## config.mk

```make
export PLATFORM = sky130hd
export DESIGN_NAME = core_top
export DESIGN_NICKNAME = d
export VERILOG_FILES = /design/src/hw/cpu_pkg.sv /design/src/hw/fetch_unit.sv /design/src/hw/decode_unit.sv /design/src/hw/id_ex_reg.sv /design/src/hw/execute_unit.sv /design/src/hw/pipeline_ctrl.sv /design/src/hw/core_top.sv
export VERILOG_INCLUDE_DIRS = /design/src /design/src/hw
export SDC_FILE = /design/constraint.sdc
export NUM_CORES = 2
export LEC_CHECK = 0
export ABC_CLOCK_PERIOD_IN_PS = 6300
export BUFFER_PORTS_ARGS = -buffer_cell sky130_fd_sc_hd__buf_2
export CAP_MARGIN = 30
export CORE_ASPECT_RATIO = 0.9
export CORE_UTILIZATION = 42
export DETAILED_ROUTE_END_ITERATION = 10
export MAX_ROUTING_LAYER = met4
export PLACE_DENSITY = 0.66
export SETUP_SLACK_MARGIN = 0.4
export SLEW_MARGIN = 10
export SYNTH_ARGS = -nofsm -noshare
export SYNTH_HDL_FRONTEND = slang
export SYNTH_SLANG_ARGS = --single-unit
```

## constraint.sdc

```tcl
create_clock -name CLK -period 6.3 [get_ports CLK]
set_input_delay 0.315 -clock CLK [delete_from_list [all_inputs] [get_ports CLK]]
set_output_delay 0.315 -clock CLK [all_outputs]
set_load 0.03 [all_outputs]
```

## src/hw/cpu_defines.svh

```systemverilog
// core width, register file size, reset address and halt opcode macros
`ifndef CPU_DEFINES_SVH
`define CPU_DEFINES_SVH

// datapath and address width
`define WORD_W 32

// register index width and register count
`define REG_W 5
`define REG_COUNT 32

// fetch address after a start pulse
`define RESET_PC 32'h0000_0000

// opcode that stops the core
`define OP_HALT 6'h3f

`endif

```

## src/hw/cpu_pkg.sv

```systemverilog
// core types: opcode, funct, alu op, branch kind, control state enums and stage structs
`include "cpu_defines.svh"

package cpu_pkg;

	typedef logic [`WORD_W-1:0] word_t;
	typedef logic [`REG_W-1:0] regbits_t;

	// primary opcode field, instr[31:26]
	typedef enum logic [5:0] {
		OP_RTYPE  = 6'h00,
		OP_BEQ    = 6'h04,
		OP_BNE    = 6'h05,
		OP_ADDI   = 6'h08,
		OP_ORI    = 6'h0d,
		OP_HALT_E = `OP_HALT
	} opcode_t;

	// r-type function field, instr[5:0]
	typedef enum logic [5:0] {
		F_ADD = 6'h20,
		F_SUB = 6'h22,
		F_AND = 6'h24,
		F_OR  = 6'h25,
		F_SLT = 6'h2a
	} funct_t;

	typedef enum logic [2:0] {ALU_ADD, ALU_SUB, ALU_AND, ALU_OR, ALU_SLT} alu_op_t;
	typedef enum logic [1:0] {BR_NONE, BR_EQ, BR_NE} branch_t;
	typedef enum logic [1:0] {ST_IDLE, ST_RUN, ST_HALTED} ctrl_state_t;

	typedef struct packed {
		logic valid;
		word_t instr;
		word_t pc_next;
	} if_id_t;

	typedef struct packed {
		logic valid;
		logic wen;
		regbits_t dest;
		alu_op_t alu_op;
		logic alu_src_imm;
		branch_t branch;
		logic halt;
		word_t rdat1;
		word_t rdat2;
		word_t imm_ext;
		word_t pc_next;
	} id_ex_t;

	// no-op that travels down the pipe after a flush
	localparam id_ex_t ID_EX_BUBBLE = '{
		valid: 1'b0, wen: 1'b0, dest: '0, alu_op: ALU_ADD, alu_src_imm: 1'b0,
		branch: BR_NONE, halt: 1'b0, rdat1: '0, rdat2: '0, imm_ext: '0, pc_next: '0
	};

	typedef struct packed {
		logic wen;
		regbits_t dest;
		word_t data;
	} wb_t;

endpackage

```

## src/hw/fetch_unit.sv

```systemverilog
// program counter with clear and branch load, and the IF/ID latch
`timescale 1ns/1ps
`include "cpu_defines.svh"

module fetch_unit (
	input logic CLK,
	input logic nRST,
	input logic run,
	input logic pc_clear,
	input logic flush,
	input logic branch_taken,
	input cpu_pkg::word_t branch_target,
	input cpu_pkg::word_t imem_data,
	output cpu_pkg::word_t imem_addr,
	output cpu_pkg::if_id_t if_id
);
	import cpu_pkg::*;

	word_t pc_q;
	word_t pc_plus4;
	logic valid_q;
	word_t instr_q;
	word_t pc_next_q;

	assign pc_plus4 = pc_q + word_t'(4);
	assign imem_addr = pc_q;

	// clear wins over a branch, a branch wins over sequential flow
	always_ff @(posedge CLK, negedge nRST) begin
		if (!nRST) begin
			pc_q <= `RESET_PC;
		end else if (pc_clear) begin
			pc_q <= `RESET_PC;
		end else if (run) begin
			pc_q <= branch_taken ? branch_target : pc_plus4;
		end
	end

	always_ff @(posedge CLK, negedge nRST) begin
		if (!nRST) begin
			valid_q <= 1'b0;
		end else begin
			valid_q <= run && !flush;
		end
	end

	// instruction word and link address, qualified by valid_q
	always_ff @(posedge CLK) begin
		instr_q <= imem_data;
		pc_next_q <= pc_plus4;
	end

	assign if_id = '{valid: valid_q, instr: instr_q, pc_next: pc_next_q};

endmodule

```

## src/hw/decode_unit.sv

```systemverilog
// instruction decoder, register file with forwarding from execute, ID/EX bundle build
`timescale 1ns/1ps
`include "cpu_defines.svh"

module decode_unit (
	input logic CLK,
	input logic nRST,
	input cpu_pkg::if_id_t if_id,
	input cpu_pkg::wb_t wb,
	output cpu_pkg::id_ex_t id_ex_d
);
	import cpu_pkg::*;

	word_t regs [`REG_COUNT];
	opcode_t op;
	funct_t fn;
	regbits_t rs;
	regbits_t rt;
	regbits_t rd;
	logic [15:0] imm;

	assign op = opcode_t'(if_id.instr[31:26]);
	assign fn = funct_t'(if_id.instr[5:0]);
	assign rs = if_id.instr[25:21];
	assign rt = if_id.instr[20:16];
	assign rd = if_id.instr[15:11];
	assign imm = if_id.instr[15:0];

	// r0 is hardwired, a write in flight from execute overrides the array
	function automatic word_t read_reg(input regbits_t idx);
		word_t val;
		if (idx == '0) begin
			val = '0;
		end else if (wb.wen && wb.dest == idx) begin
			val = wb.data;
		end else begin
			val = regs[idx];
		end
		return val;
	endfunction

	always_ff @(posedge CLK, negedge nRST) begin
		if (!nRST) begin
			for (int i = 0; i < `REG_COUNT; i++) begin
				regs[i] <= '0;
			end
		end else if (wb.wen) begin
			regs[wb.dest] <= wb.data;
		end
	end

	always_comb begin
		id_ex_d = ID_EX_BUBBLE;
		id_ex_d.rdat1 = read_reg(rs);
		id_ex_d.rdat2 = read_reg(rt);
		id_ex_d.pc_next = if_id.pc_next;
		id_ex_d.imm_ext = {{(`WORD_W-16){imm[15]}}, imm};
		case (op)
			OP_RTYPE: begin
				id_ex_d.valid = 1'b1;
				id_ex_d.wen = 1'b1;
				id_ex_d.dest = rd;
				case (fn)
					F_ADD: id_ex_d.alu_op = ALU_ADD;
					F_SUB: id_ex_d.alu_op = ALU_SUB;
					F_AND: id_ex_d.alu_op = ALU_AND;
					F_OR: id_ex_d.alu_op = ALU_OR;
					F_SLT: id_ex_d.alu_op = ALU_SLT;
					default: begin
						id_ex_d.valid = 1'b0;
						id_ex_d.wen = 1'b0;
					end
				endcase
			end
			OP_ADDI, OP_ORI: begin
				id_ex_d.valid = 1'b1;
				id_ex_d.wen = 1'b1;
				id_ex_d.dest = rt;
				id_ex_d.alu_src_imm = 1'b1;
				if (op == OP_ORI) begin
					// logical immediate is zero extended
					id_ex_d.alu_op = ALU_OR;
					id_ex_d.imm_ext = {{(`WORD_W-16){1'b0}}, imm};
				end
			end
			OP_BEQ: begin
				id_ex_d.valid = 1'b1;
				id_ex_d.branch = BR_EQ;
			end
			OP_BNE: begin
				id_ex_d.valid = 1'b1;
				id_ex_d.branch = BR_NE;
			end
			OP_HALT_E: begin
				id_ex_d.valid = 1'b1;
				id_ex_d.halt = 1'b1;
			end
			default: ;
		endcase
		// slot holds a bubble from fetch
		id_ex_d.valid = id_ex_d.valid && if_id.valid;
	end

	// execute must drop writes aimed at r0
	a_no_r0_write: assert property (@(posedge CLK) disable iff (!nRST)
		wb.wen |-> wb.dest != '0);

endmodule

```

## src/hw/id_ex_reg.sv

```systemverilog
// ID/EX pipeline register with flush to bubble
`timescale 1ns/1ps

module id_ex_reg (
	input logic CLK,
	input logic nRST,
	input logic flush,
	input cpu_pkg::id_ex_t id_ex_d,
	output cpu_pkg::id_ex_t id_ex_q
);
	import cpu_pkg::*;

	id_ex_t q;

	// flush beats the incoming bundle
	always_ff @(posedge CLK, negedge nRST) begin
		if (!nRST) begin
			q <= ID_EX_BUBBLE;
		end else if (flush) begin
			q <= ID_EX_BUBBLE;
		end else begin
			q <= id_ex_d;
		end
	end

	assign id_ex_q = q;

	// a flushed slot never reaches execute as a live instruction
	a_flush_bubble: assert property (@(posedge CLK) disable iff (!nRST)
		flush |=> !id_ex_q.valid);

endmodule

```

## src/hw/execute_unit.sv

```systemverilog
// ALU, operand select, branch compare and target, writeback and halt request
`timescale 1ns/1ps

module execute_unit (
	input cpu_pkg::id_ex_t id_ex,
	output cpu_pkg::wb_t wb,
	output logic branch_taken,
	output cpu_pkg::word_t branch_target,
	output logic halt_seen
);
	import cpu_pkg::*;

	word_t opnd_a;
	word_t opnd_b;
	word_t result;
	logic equal;

	assign opnd_a = id_ex.rdat1;
	assign opnd_b = id_ex.alu_src_imm ? id_ex.imm_ext : id_ex.rdat2;

	always_comb begin
		result = '0;
		case (id_ex.alu_op)
			ALU_ADD: result = opnd_a + opnd_b;
			ALU_SUB: result = opnd_a - opnd_b;
			ALU_AND: result = opnd_a & opnd_b;
			ALU_OR: result = opnd_a | opnd_b;
			// signed compare
			ALU_SLT: result[0] = $signed(opnd_a) < $signed(opnd_b);
			default: result = '0;
		endcase
	end

	// r0 writes are dropped here so decode never sees them
	assign wb.wen = id_ex.valid && id_ex.wen && id_ex.dest != '0;
	assign wb.dest = id_ex.dest;
	assign wb.data = result;

	assign equal = id_ex.rdat1 == id_ex.rdat2;
	assign branch_taken = id_ex.valid &&
		((id_ex.branch == BR_EQ && equal) || (id_ex.branch == BR_NE && !equal));

	// word offset relative to pc + 4
	assign branch_target = id_ex.pc_next + {id_ex.imm_ext[$bits(word_t)-3:0], 2'b00};

	assign halt_seen = id_ex.valid && id_ex.halt;

endmodule

```

## src/hw/pipeline_ctrl.sv

```systemverilog
// run-mode FSM for idle, run and halted with pc clear, run enable and flush
`timescale 1ns/1ps

module pipeline_ctrl (
	input logic CLK,
	input logic nRST,
	input logic start,
	input logic branch_taken,
	input logic halt_seen,
	output logic run,
	output logic pc_clear,
	output logic flush,
	output logic halted
);
	import cpu_pkg::*;

	ctrl_state_t state_q;
	ctrl_state_t state_d;

	always_ff @(posedge CLK, negedge nRST) begin
		if (!nRST) begin
			state_q <= ST_IDLE;
		end else begin
			state_q <= state_d;
		end
	end

	always_comb begin
		state_d = state_q;
		case (state_q)
			ST_IDLE: if (start) state_d = ST_RUN;
			ST_RUN: if (halt_seen) state_d = ST_HALTED;
			ST_HALTED: if (start) state_d = ST_RUN;
			default: state_d = ST_IDLE;
		endcase
	end

	// halt in execute stops fetch at once, so nothing younger gets in
	assign run = state_q == ST_RUN && !halt_seen;
	assign pc_clear = start && state_q != ST_RUN;
	assign flush = (branch_taken && state_q == ST_RUN) || !run;
	assign halted = state_q == ST_HALTED;

	a_run_halt_excl: assert property (@(posedge CLK) disable iff (!nRST)
		!(run && halted));

endmodule

```

## src/hw/core_top.sv

```systemverilog
// three-stage core: fetch, decode, ID/EX register, execute and run control
`timescale 1ns/1ps

module core_top (
	input logic CLK,
	input logic nRST,
	input logic start,
	input cpu_pkg::word_t imem_data,
	output cpu_pkg::word_t imem_addr,
	output cpu_pkg::wb_t wb,
	output logic halted
);
	import cpu_pkg::*;

	logic run;
	logic pc_clear;
	logic flush;
	logic branch_taken;
	logic halt_seen;
	word_t branch_target;
	if_id_t if_id;
	id_ex_t id_ex_d;
	id_ex_t id_ex_q;

	fetch_unit u_fetch (
		.CLK(CLK), .nRST(nRST), .run(run), .pc_clear(pc_clear), .flush(flush),
		.branch_taken(branch_taken), .branch_target(branch_target),
		.imem_data(imem_data), .imem_addr(imem_addr), .if_id(if_id)
	);

	decode_unit u_decode (
		.CLK(CLK), .nRST(nRST), .if_id(if_id), .wb(wb), .id_ex_d(id_ex_d)
	);

	id_ex_reg u_id_ex (
		.CLK(CLK), .nRST(nRST), .flush(flush), .id_ex_d(id_ex_d), .id_ex_q(id_ex_q)
	);

	execute_unit u_execute (
		.id_ex(id_ex_q), .wb(wb), .branch_taken(branch_taken),
		.branch_target(branch_target), .halt_seen(halt_seen)
	);

	pipeline_ctrl u_ctrl (
		.CLK(CLK), .nRST(nRST), .start(start), .branch_taken(branch_taken),
		.halt_seen(halt_seen), .run(run), .pc_clear(pc_clear), .flush(flush),
		.halted(halted)
	);

endmodule

```

Word level (Yosys, flattened, before mapping)
Cells that the tools add are included.
- reductions and logical operators: 32
- order comparisons: 5
- muxes and demuxes: 33
- equal/unequal tests: 24
- bitwise gates (word level): 5
- add/subtract/negate cells: 4
- operators with widths (cell ; count):
    $bwmux 1024 ; 1
    $mux 32 ; 15
    $bmux 32 s5 ; 2
    $demux 32 s5 ; 1
    $mux 142 ; 1
    $pmux 31 s4 ; 1
    $add 32x32->32 ; 2
    $eq 6x6->1 const B ; 6
    $add 32x3->32 const B ; 1
    $and 32x32->32 ; 1
    $eq 32x32->1 ; 1
    $lt 32x32->1 ; 1
    $or 32x32->32 ; 1
    $sub 32x32->32 ; 1
    $ge 6x6->1 const B ; 3
    $not 5->6 ; 3
    $pmux 9 s2 ; 1
    $logic_and 1x1->1 ; 14
    $eq 6x3->1 const B ; 2
    $eq 6x4->1 const B ; 2
    $pmux 3 s4 ; 1
    $eq 5x5->1 ; 2
    $logic_not 5->1 ; 2
    $reduce_or 5->1 ; 2
    other kinds (21) ; 36
- input bits: 35
- output and inout bits: 71
- register bits after elaboration: 1265
- word-level logic and storage cells: 151

Logic depth before layout (Yosys ltp)
- depth in word-level cells: 9
- mapped depth: 19
- gate-level depth less buffers: 15

Cells and area by module
Synthesis repeated with hierarchy kept, for this count alone.
- cell total of the unflattened synthesis: 5748
- area, all modules: 72228.0 um2
- by module, submodules not included (module ; seq. area each (um2) ; area an instance (um2) ; cells an instance ; instances):
    decode_unit ; 25624.6 ; 56584.3 ; 4008 ; 1
    execute_unit ; 0.0 ; 7136.8 ; 1050 ; 1
    id_ex_reg ; 3553.4 ; 4536.9 ; 299 ; 1
    fetch_unit ; 2107.0 ; 3857.4 ; 380 ; 1
    pipeline_ctrl ; 50.0 ; 112.6 ; 11 ; 1

Worst setup path before layout
No wires, ideal clock.
- path kind: register to output
- start: register u_id_ex.q (netlist bit u_id_ex.id_ex_q[131])
- end: output port wb[28] (netlist bit)
- data arrival time: 4.381 ns
- stages on the path, launching flop included: 18
- path buffers: 2
- data required time: 5.985 ns
- slack: 1.604 ns
- cell sequence: dfrtp_1 clkbuf_1 clkbuf_1 mux2i_1 inv_1 ha_1 inv_1 fa_1 nor3b_2 o31ai_4 a2111oi_4 o31ai_2 o21ba_2 o21ai_0 a2111o_1 nand2_1 xnor2_1 o21ai_0
- RTL lines (item ; RTL line ; RTL):
    start: declaration ; id_ex_reg.sv:13 ; id_ex_t q;
    start signal: assignment ; id_ex_reg.sv:22 ; q <= id_ex_d;
    end: declaration ; core_top.sv:10 ; output cpu_pkg::wb_t wb,

==> summary.txt <==
Placement
  • Pre-CTS setup slack: 0.838 ns
  • HPWL after DPL: 139000 um
  • DP Area: 70300 sq um
  • Routability Congestion: 1.01
  • Placed Instances: 7923
  • Number of port buffers: 105

Clock network
  • Worst-skew pair later-pin latency: 0.81 ns
  • TritonCTS Sinks: 1250
  • Clock Path Buffers: 3
  • Root Buffer Master: clkbuf_16
  • Worst-path clk slew: 0.06 ns
  • Number of CTS-inserted buffers: 135
  • TritonCTS clock tree: yes
  • H-tree lvl count: 4

Drt
  • Via density: 6.26
  • Aggregate routed wire length: 222000 um
  • Post-route ant nets: 0
  • Remaining DRCs: 0
  • Iter 0 DRT Violations: 5941
  • DRT Pass-1 Iters: 6
  • Vias post-DR: 51400
  • Drt wl/cell: 27.1 um

Yosys
  • Post-synthesis sequential area ratio: 0.459
  • Area contributors post-synth: dfrtp_1 (44%), mux4_2 (21%), o21ai_0 (7.1%)
  • Cell area after synthesis: 67400 sq um
  • Ys Warns: 0
  • Async S/R FF share, synth: 0.949
  • Synth Flop Type: dfrtp_1
  • Distinct cells, synth: 88
  • Number of synthesized flops with an enable pin: 0
  • Syn Inst Count: 6133
  • Synth top area share: 0.440
  • Syn avg cell area: 11.0 sq um
  • Syn Nets: 6305
  • FF+latch count, synth: 1250
  • Cell taking the most area after synthesis: dfrtp_1

Final layout
  • Commonest non-fill, non-tap cell in the layout: dfrtp_1
  • Fin nets: 6156
  • Final instance area: 75300 sq um
  • Layout cell share with drive strength beyond 1: 0.208
  • Synthesis-to-finish area growth: 11.6%
  • Fin cells: 8207
  • Most frequent cells in the layout: dfrtp_1 (1185), nand2_1 (1010), o21ai_0 (955)

Critical path
  • Crit-path cells: buf_4, mux2i_1, inv_1, fa_1, a21oi_1, o21ai_1, a2111oi_2, nor3_1, nor3_1, a21oi_1, a31oi_2, nand2_1, xnor2_1, o21ai_1, buf_4, buf_2
  • Reg2reg end: u_decode.regs[957]$_DFFE_PN0P_
  • CP arrival: 5.37 ns
  • Slowest-stage cell, CP: a2111oi_2
  • Worst r2r src: u_id_ex.id_ex_q[131]$_DFF_PN0_
  • Worst Setup SP: u_id_ex.id_ex_q[131]$_DFF_PN0_
  • Crit path max-delay family: compound AO/OA/AOI/OAI gates
  • CP max FO: 16
  • FF-to-FF setup slack: 1.43 ns
  • Crit path depth: 16
  • WP data required: 5.98 ns
  • CP Capture Point: wb[28]
  • Startpoint type of the worst setup path: flop
  • Worst reg2reg path depth: 14
  • Crit path capture type: output port
  • Critical Path Max Stage Delay: 0.46 ns
  • Worst Path Buf+Inv: 4
  • Crit Path Category: flop to output port

Pwr
  • Power Dens Cells: 243 nW/um^2
  • Maximum vdd drop: 276 uV
  • Sw Pwr: 4.85 mW
  • Internal power: 13.4 mW
  • Sw frac: 0.265
  • Clk pwr share: 0.441
  • Seq pwr share: 0.463
  • Pleak: 31.8 nW
  • Combinational Power Share: 0.096

Min path
  • Hold crit path type: input pin to flop
  • Worst hold start: imem_data[23]

Floorplan
  • Die height: 382 um
  • Core area: 159000 sq um
  • Io pins: 106
  • Full die area: 162000 sq um
  • Die width: 424 um
  • Initial core utilization: 0.423
  • Number of placement rows: 139

Timing
  • Final worst path period share: 0.902
  • WHS: 0.153 ns
  • Final period demand of the worst path: 5.68 ns
  • Fmax: 176 MHz
  • Clk_skew: 0.0512 ns
  • Worst-Margin Slew: 1.07 ns
  • Final Hold Vio Count: 0
  • RSZ-0062 raised after global routing: yes
  • Final setup viols: 0
  • Relative slew margins: 0.288
  • Setup TNS: 0 ns
  • Final slew viol count: 0
  • Setup slack after layout: 0.615 ns

GRT
  • Largest net degree at the start of global routing: 147
  • First-pass GRT wire length: 331000 um
  • Total grt overflow: 0
  • Initial antenna violation count: 4
  • Vias in the first global route: 50300
  • Total GRT Usage: 0.283

Status
  • Status: finished clean

Flow run
  • Max cap viols: 0
-- sequential cells by signal (all words and copies together) (netlist names) --
register and count:
u_fetch.valid_q 1, u_ctrl.state_q 2, u_decode.regs 1024, u_fetch.imem_addr 32, u_fetch.pc_next_q 32, u_fetch.instr_q 32, u_id_ex.id_ex_q 127
-- worst register-to-register path, stage by stage (launching register included) --
cell	delay, ns
dfrtp_1	0.37
buf_4	0.35
mux2i_1	0.43
ha_1	0.33
nor2_1	0.17
o221ai_1	0.22
a21oi_1	0.25
and4bb_2	0.28
nor3_1	0.57
a21oi_1	0.16
o311ai_1	0.53
o311ai_1	0.22
a21oi_4	0.41
buf_4	0.30
o21ai_0	0.13
-- layer usage --
layer,track usage,vias to the layer above,routed length (um),part of all wire
met4,0.0969,0,7880,0.035
met5,-,-,0,0
met1,0.381,26400,91600,0.41
li1,-,21900,-,-
met2,0.417,2647,100000,0.45
met3,0.0705,480,22300,0.10
-- final cells by class --
type                            instances  area, sq um
Antenna cell                            5         12.5
Tap cell                             2115         2650
Clock buffer                          197         3950
Timing Repair Buffer                  303         2700
Sequential cell                      1250        31000
Multi-Input combinational cell       4144        33900
Clock inverter                         43          504
Fill cell                           14300        84200
Inverter                              150          567
-- worst min path at each step --
stage,end,slack [ns],cells past startpoint
3_5_place_dp,u_decode.regs[994]$_DFFE_PN0P_,0.38,0
2_1_floorplan,u_ctrl.state_q[0]$_DFFE_PN0P_,0.02,0
6_report,u_fetch.instr_q[23]$_DFF_P_,0.15,2
4_1_cts,u_fetch.instr_q[23]$_DFF_P_,0.11,2
5_1_grt,u_fetch.instr_q[19]$_DFF_P_,0.13,2
3_3_place_gp,u_decode.regs[1004]$_DFFE_PN0P_,0.38,0
-- cell families (layout without fill, tap and decap cells) --
| kind of cell | count (synthesis) | in the layout | synth area share |
|---|---|---|---|
| AND/OR/NAND/NOR | 1577 | 1577 | 0.0986 |
| AO/OA/AOI/OAI | 1616 | 1616 | 0.136 |
| XOR/XNOR | 121 | 121 | 0.0157 |
| other | 0 | 5 | 0 |
| multiplexers | 693 | 693 | 0.222 |
| buffers and inverters | 739 | 693 | 0.0427 |
| adder cells (fa/ha/maj) | 137 | 137 | 0.0258 |
| flip-flops | 1250 | 1250 | 0.459 |
-- per-stage QoR --
step | util | power [mW]
final | 0.472 | 18.3
after global routing | 0.472 | 18.8
after CTS | 0.471 | 18.4
after detailed placement | 0.441 | 10.3
after global placement | 0.439 | 10.3
after floorplan | - | 9.60
-- cells in the mapped netlist (7+ instances only) --
cell      number
or2_2          7
mux2i_1       48
o21a_1         9
o21ai_2       29
nand4_1       25
a21o_1        30
dfxtp_1       64
a21oi_1      285
o21ai_1       11
xor2_1        25
nor3_1        39
nor4_1        12
inv_1        148
and3_1        65
a31oi_1       16
nand3_1       39
buf_4          8
ha_1         134
o31ai_1       16
xnor2_1       96
o21bai_1      15
dfrtp_1     1186
a211oi_1     150
nand2b_1      16
nor2b_1       73
nor2_1       225
mux4_2       641
o211ai_1      21
buf_1         47
o21ai_0      956
buf_2         35
nand2_1     1041
clkbuf_1     493
-- power by group through the flow --
| stage | Clock [mW] | Combinational (mW) | Sequential, mW |
|---|---|---|---|
| 3_5_place_dp | 0 | 1.73 | 8.60 |
| 4_1_cts | 8.15 | 1.75 | 8.45 |
| 2_1_floorplan | 0 | 1.03 | 8.57 |
| 5_1_grt | 8.48 | 1.90 | 8.47 |
| 3_3_place_gp | 0 | 1.70 | 8.60 |
| 6_report | 8.06 | 1.75 | 8.46 |
-- what timing repair did --
item | 4_1_cts | 5_1_grt
setup buffers | 0 | 1
setup endpoints to repair | 1 | 5
endpoints found under the hold margin | 160 | 0
pin swaps | 0 | 0
hold buffers | 34 | 0
gates resized for setup | 3 | 9
(Power assumes the default switching activity.)
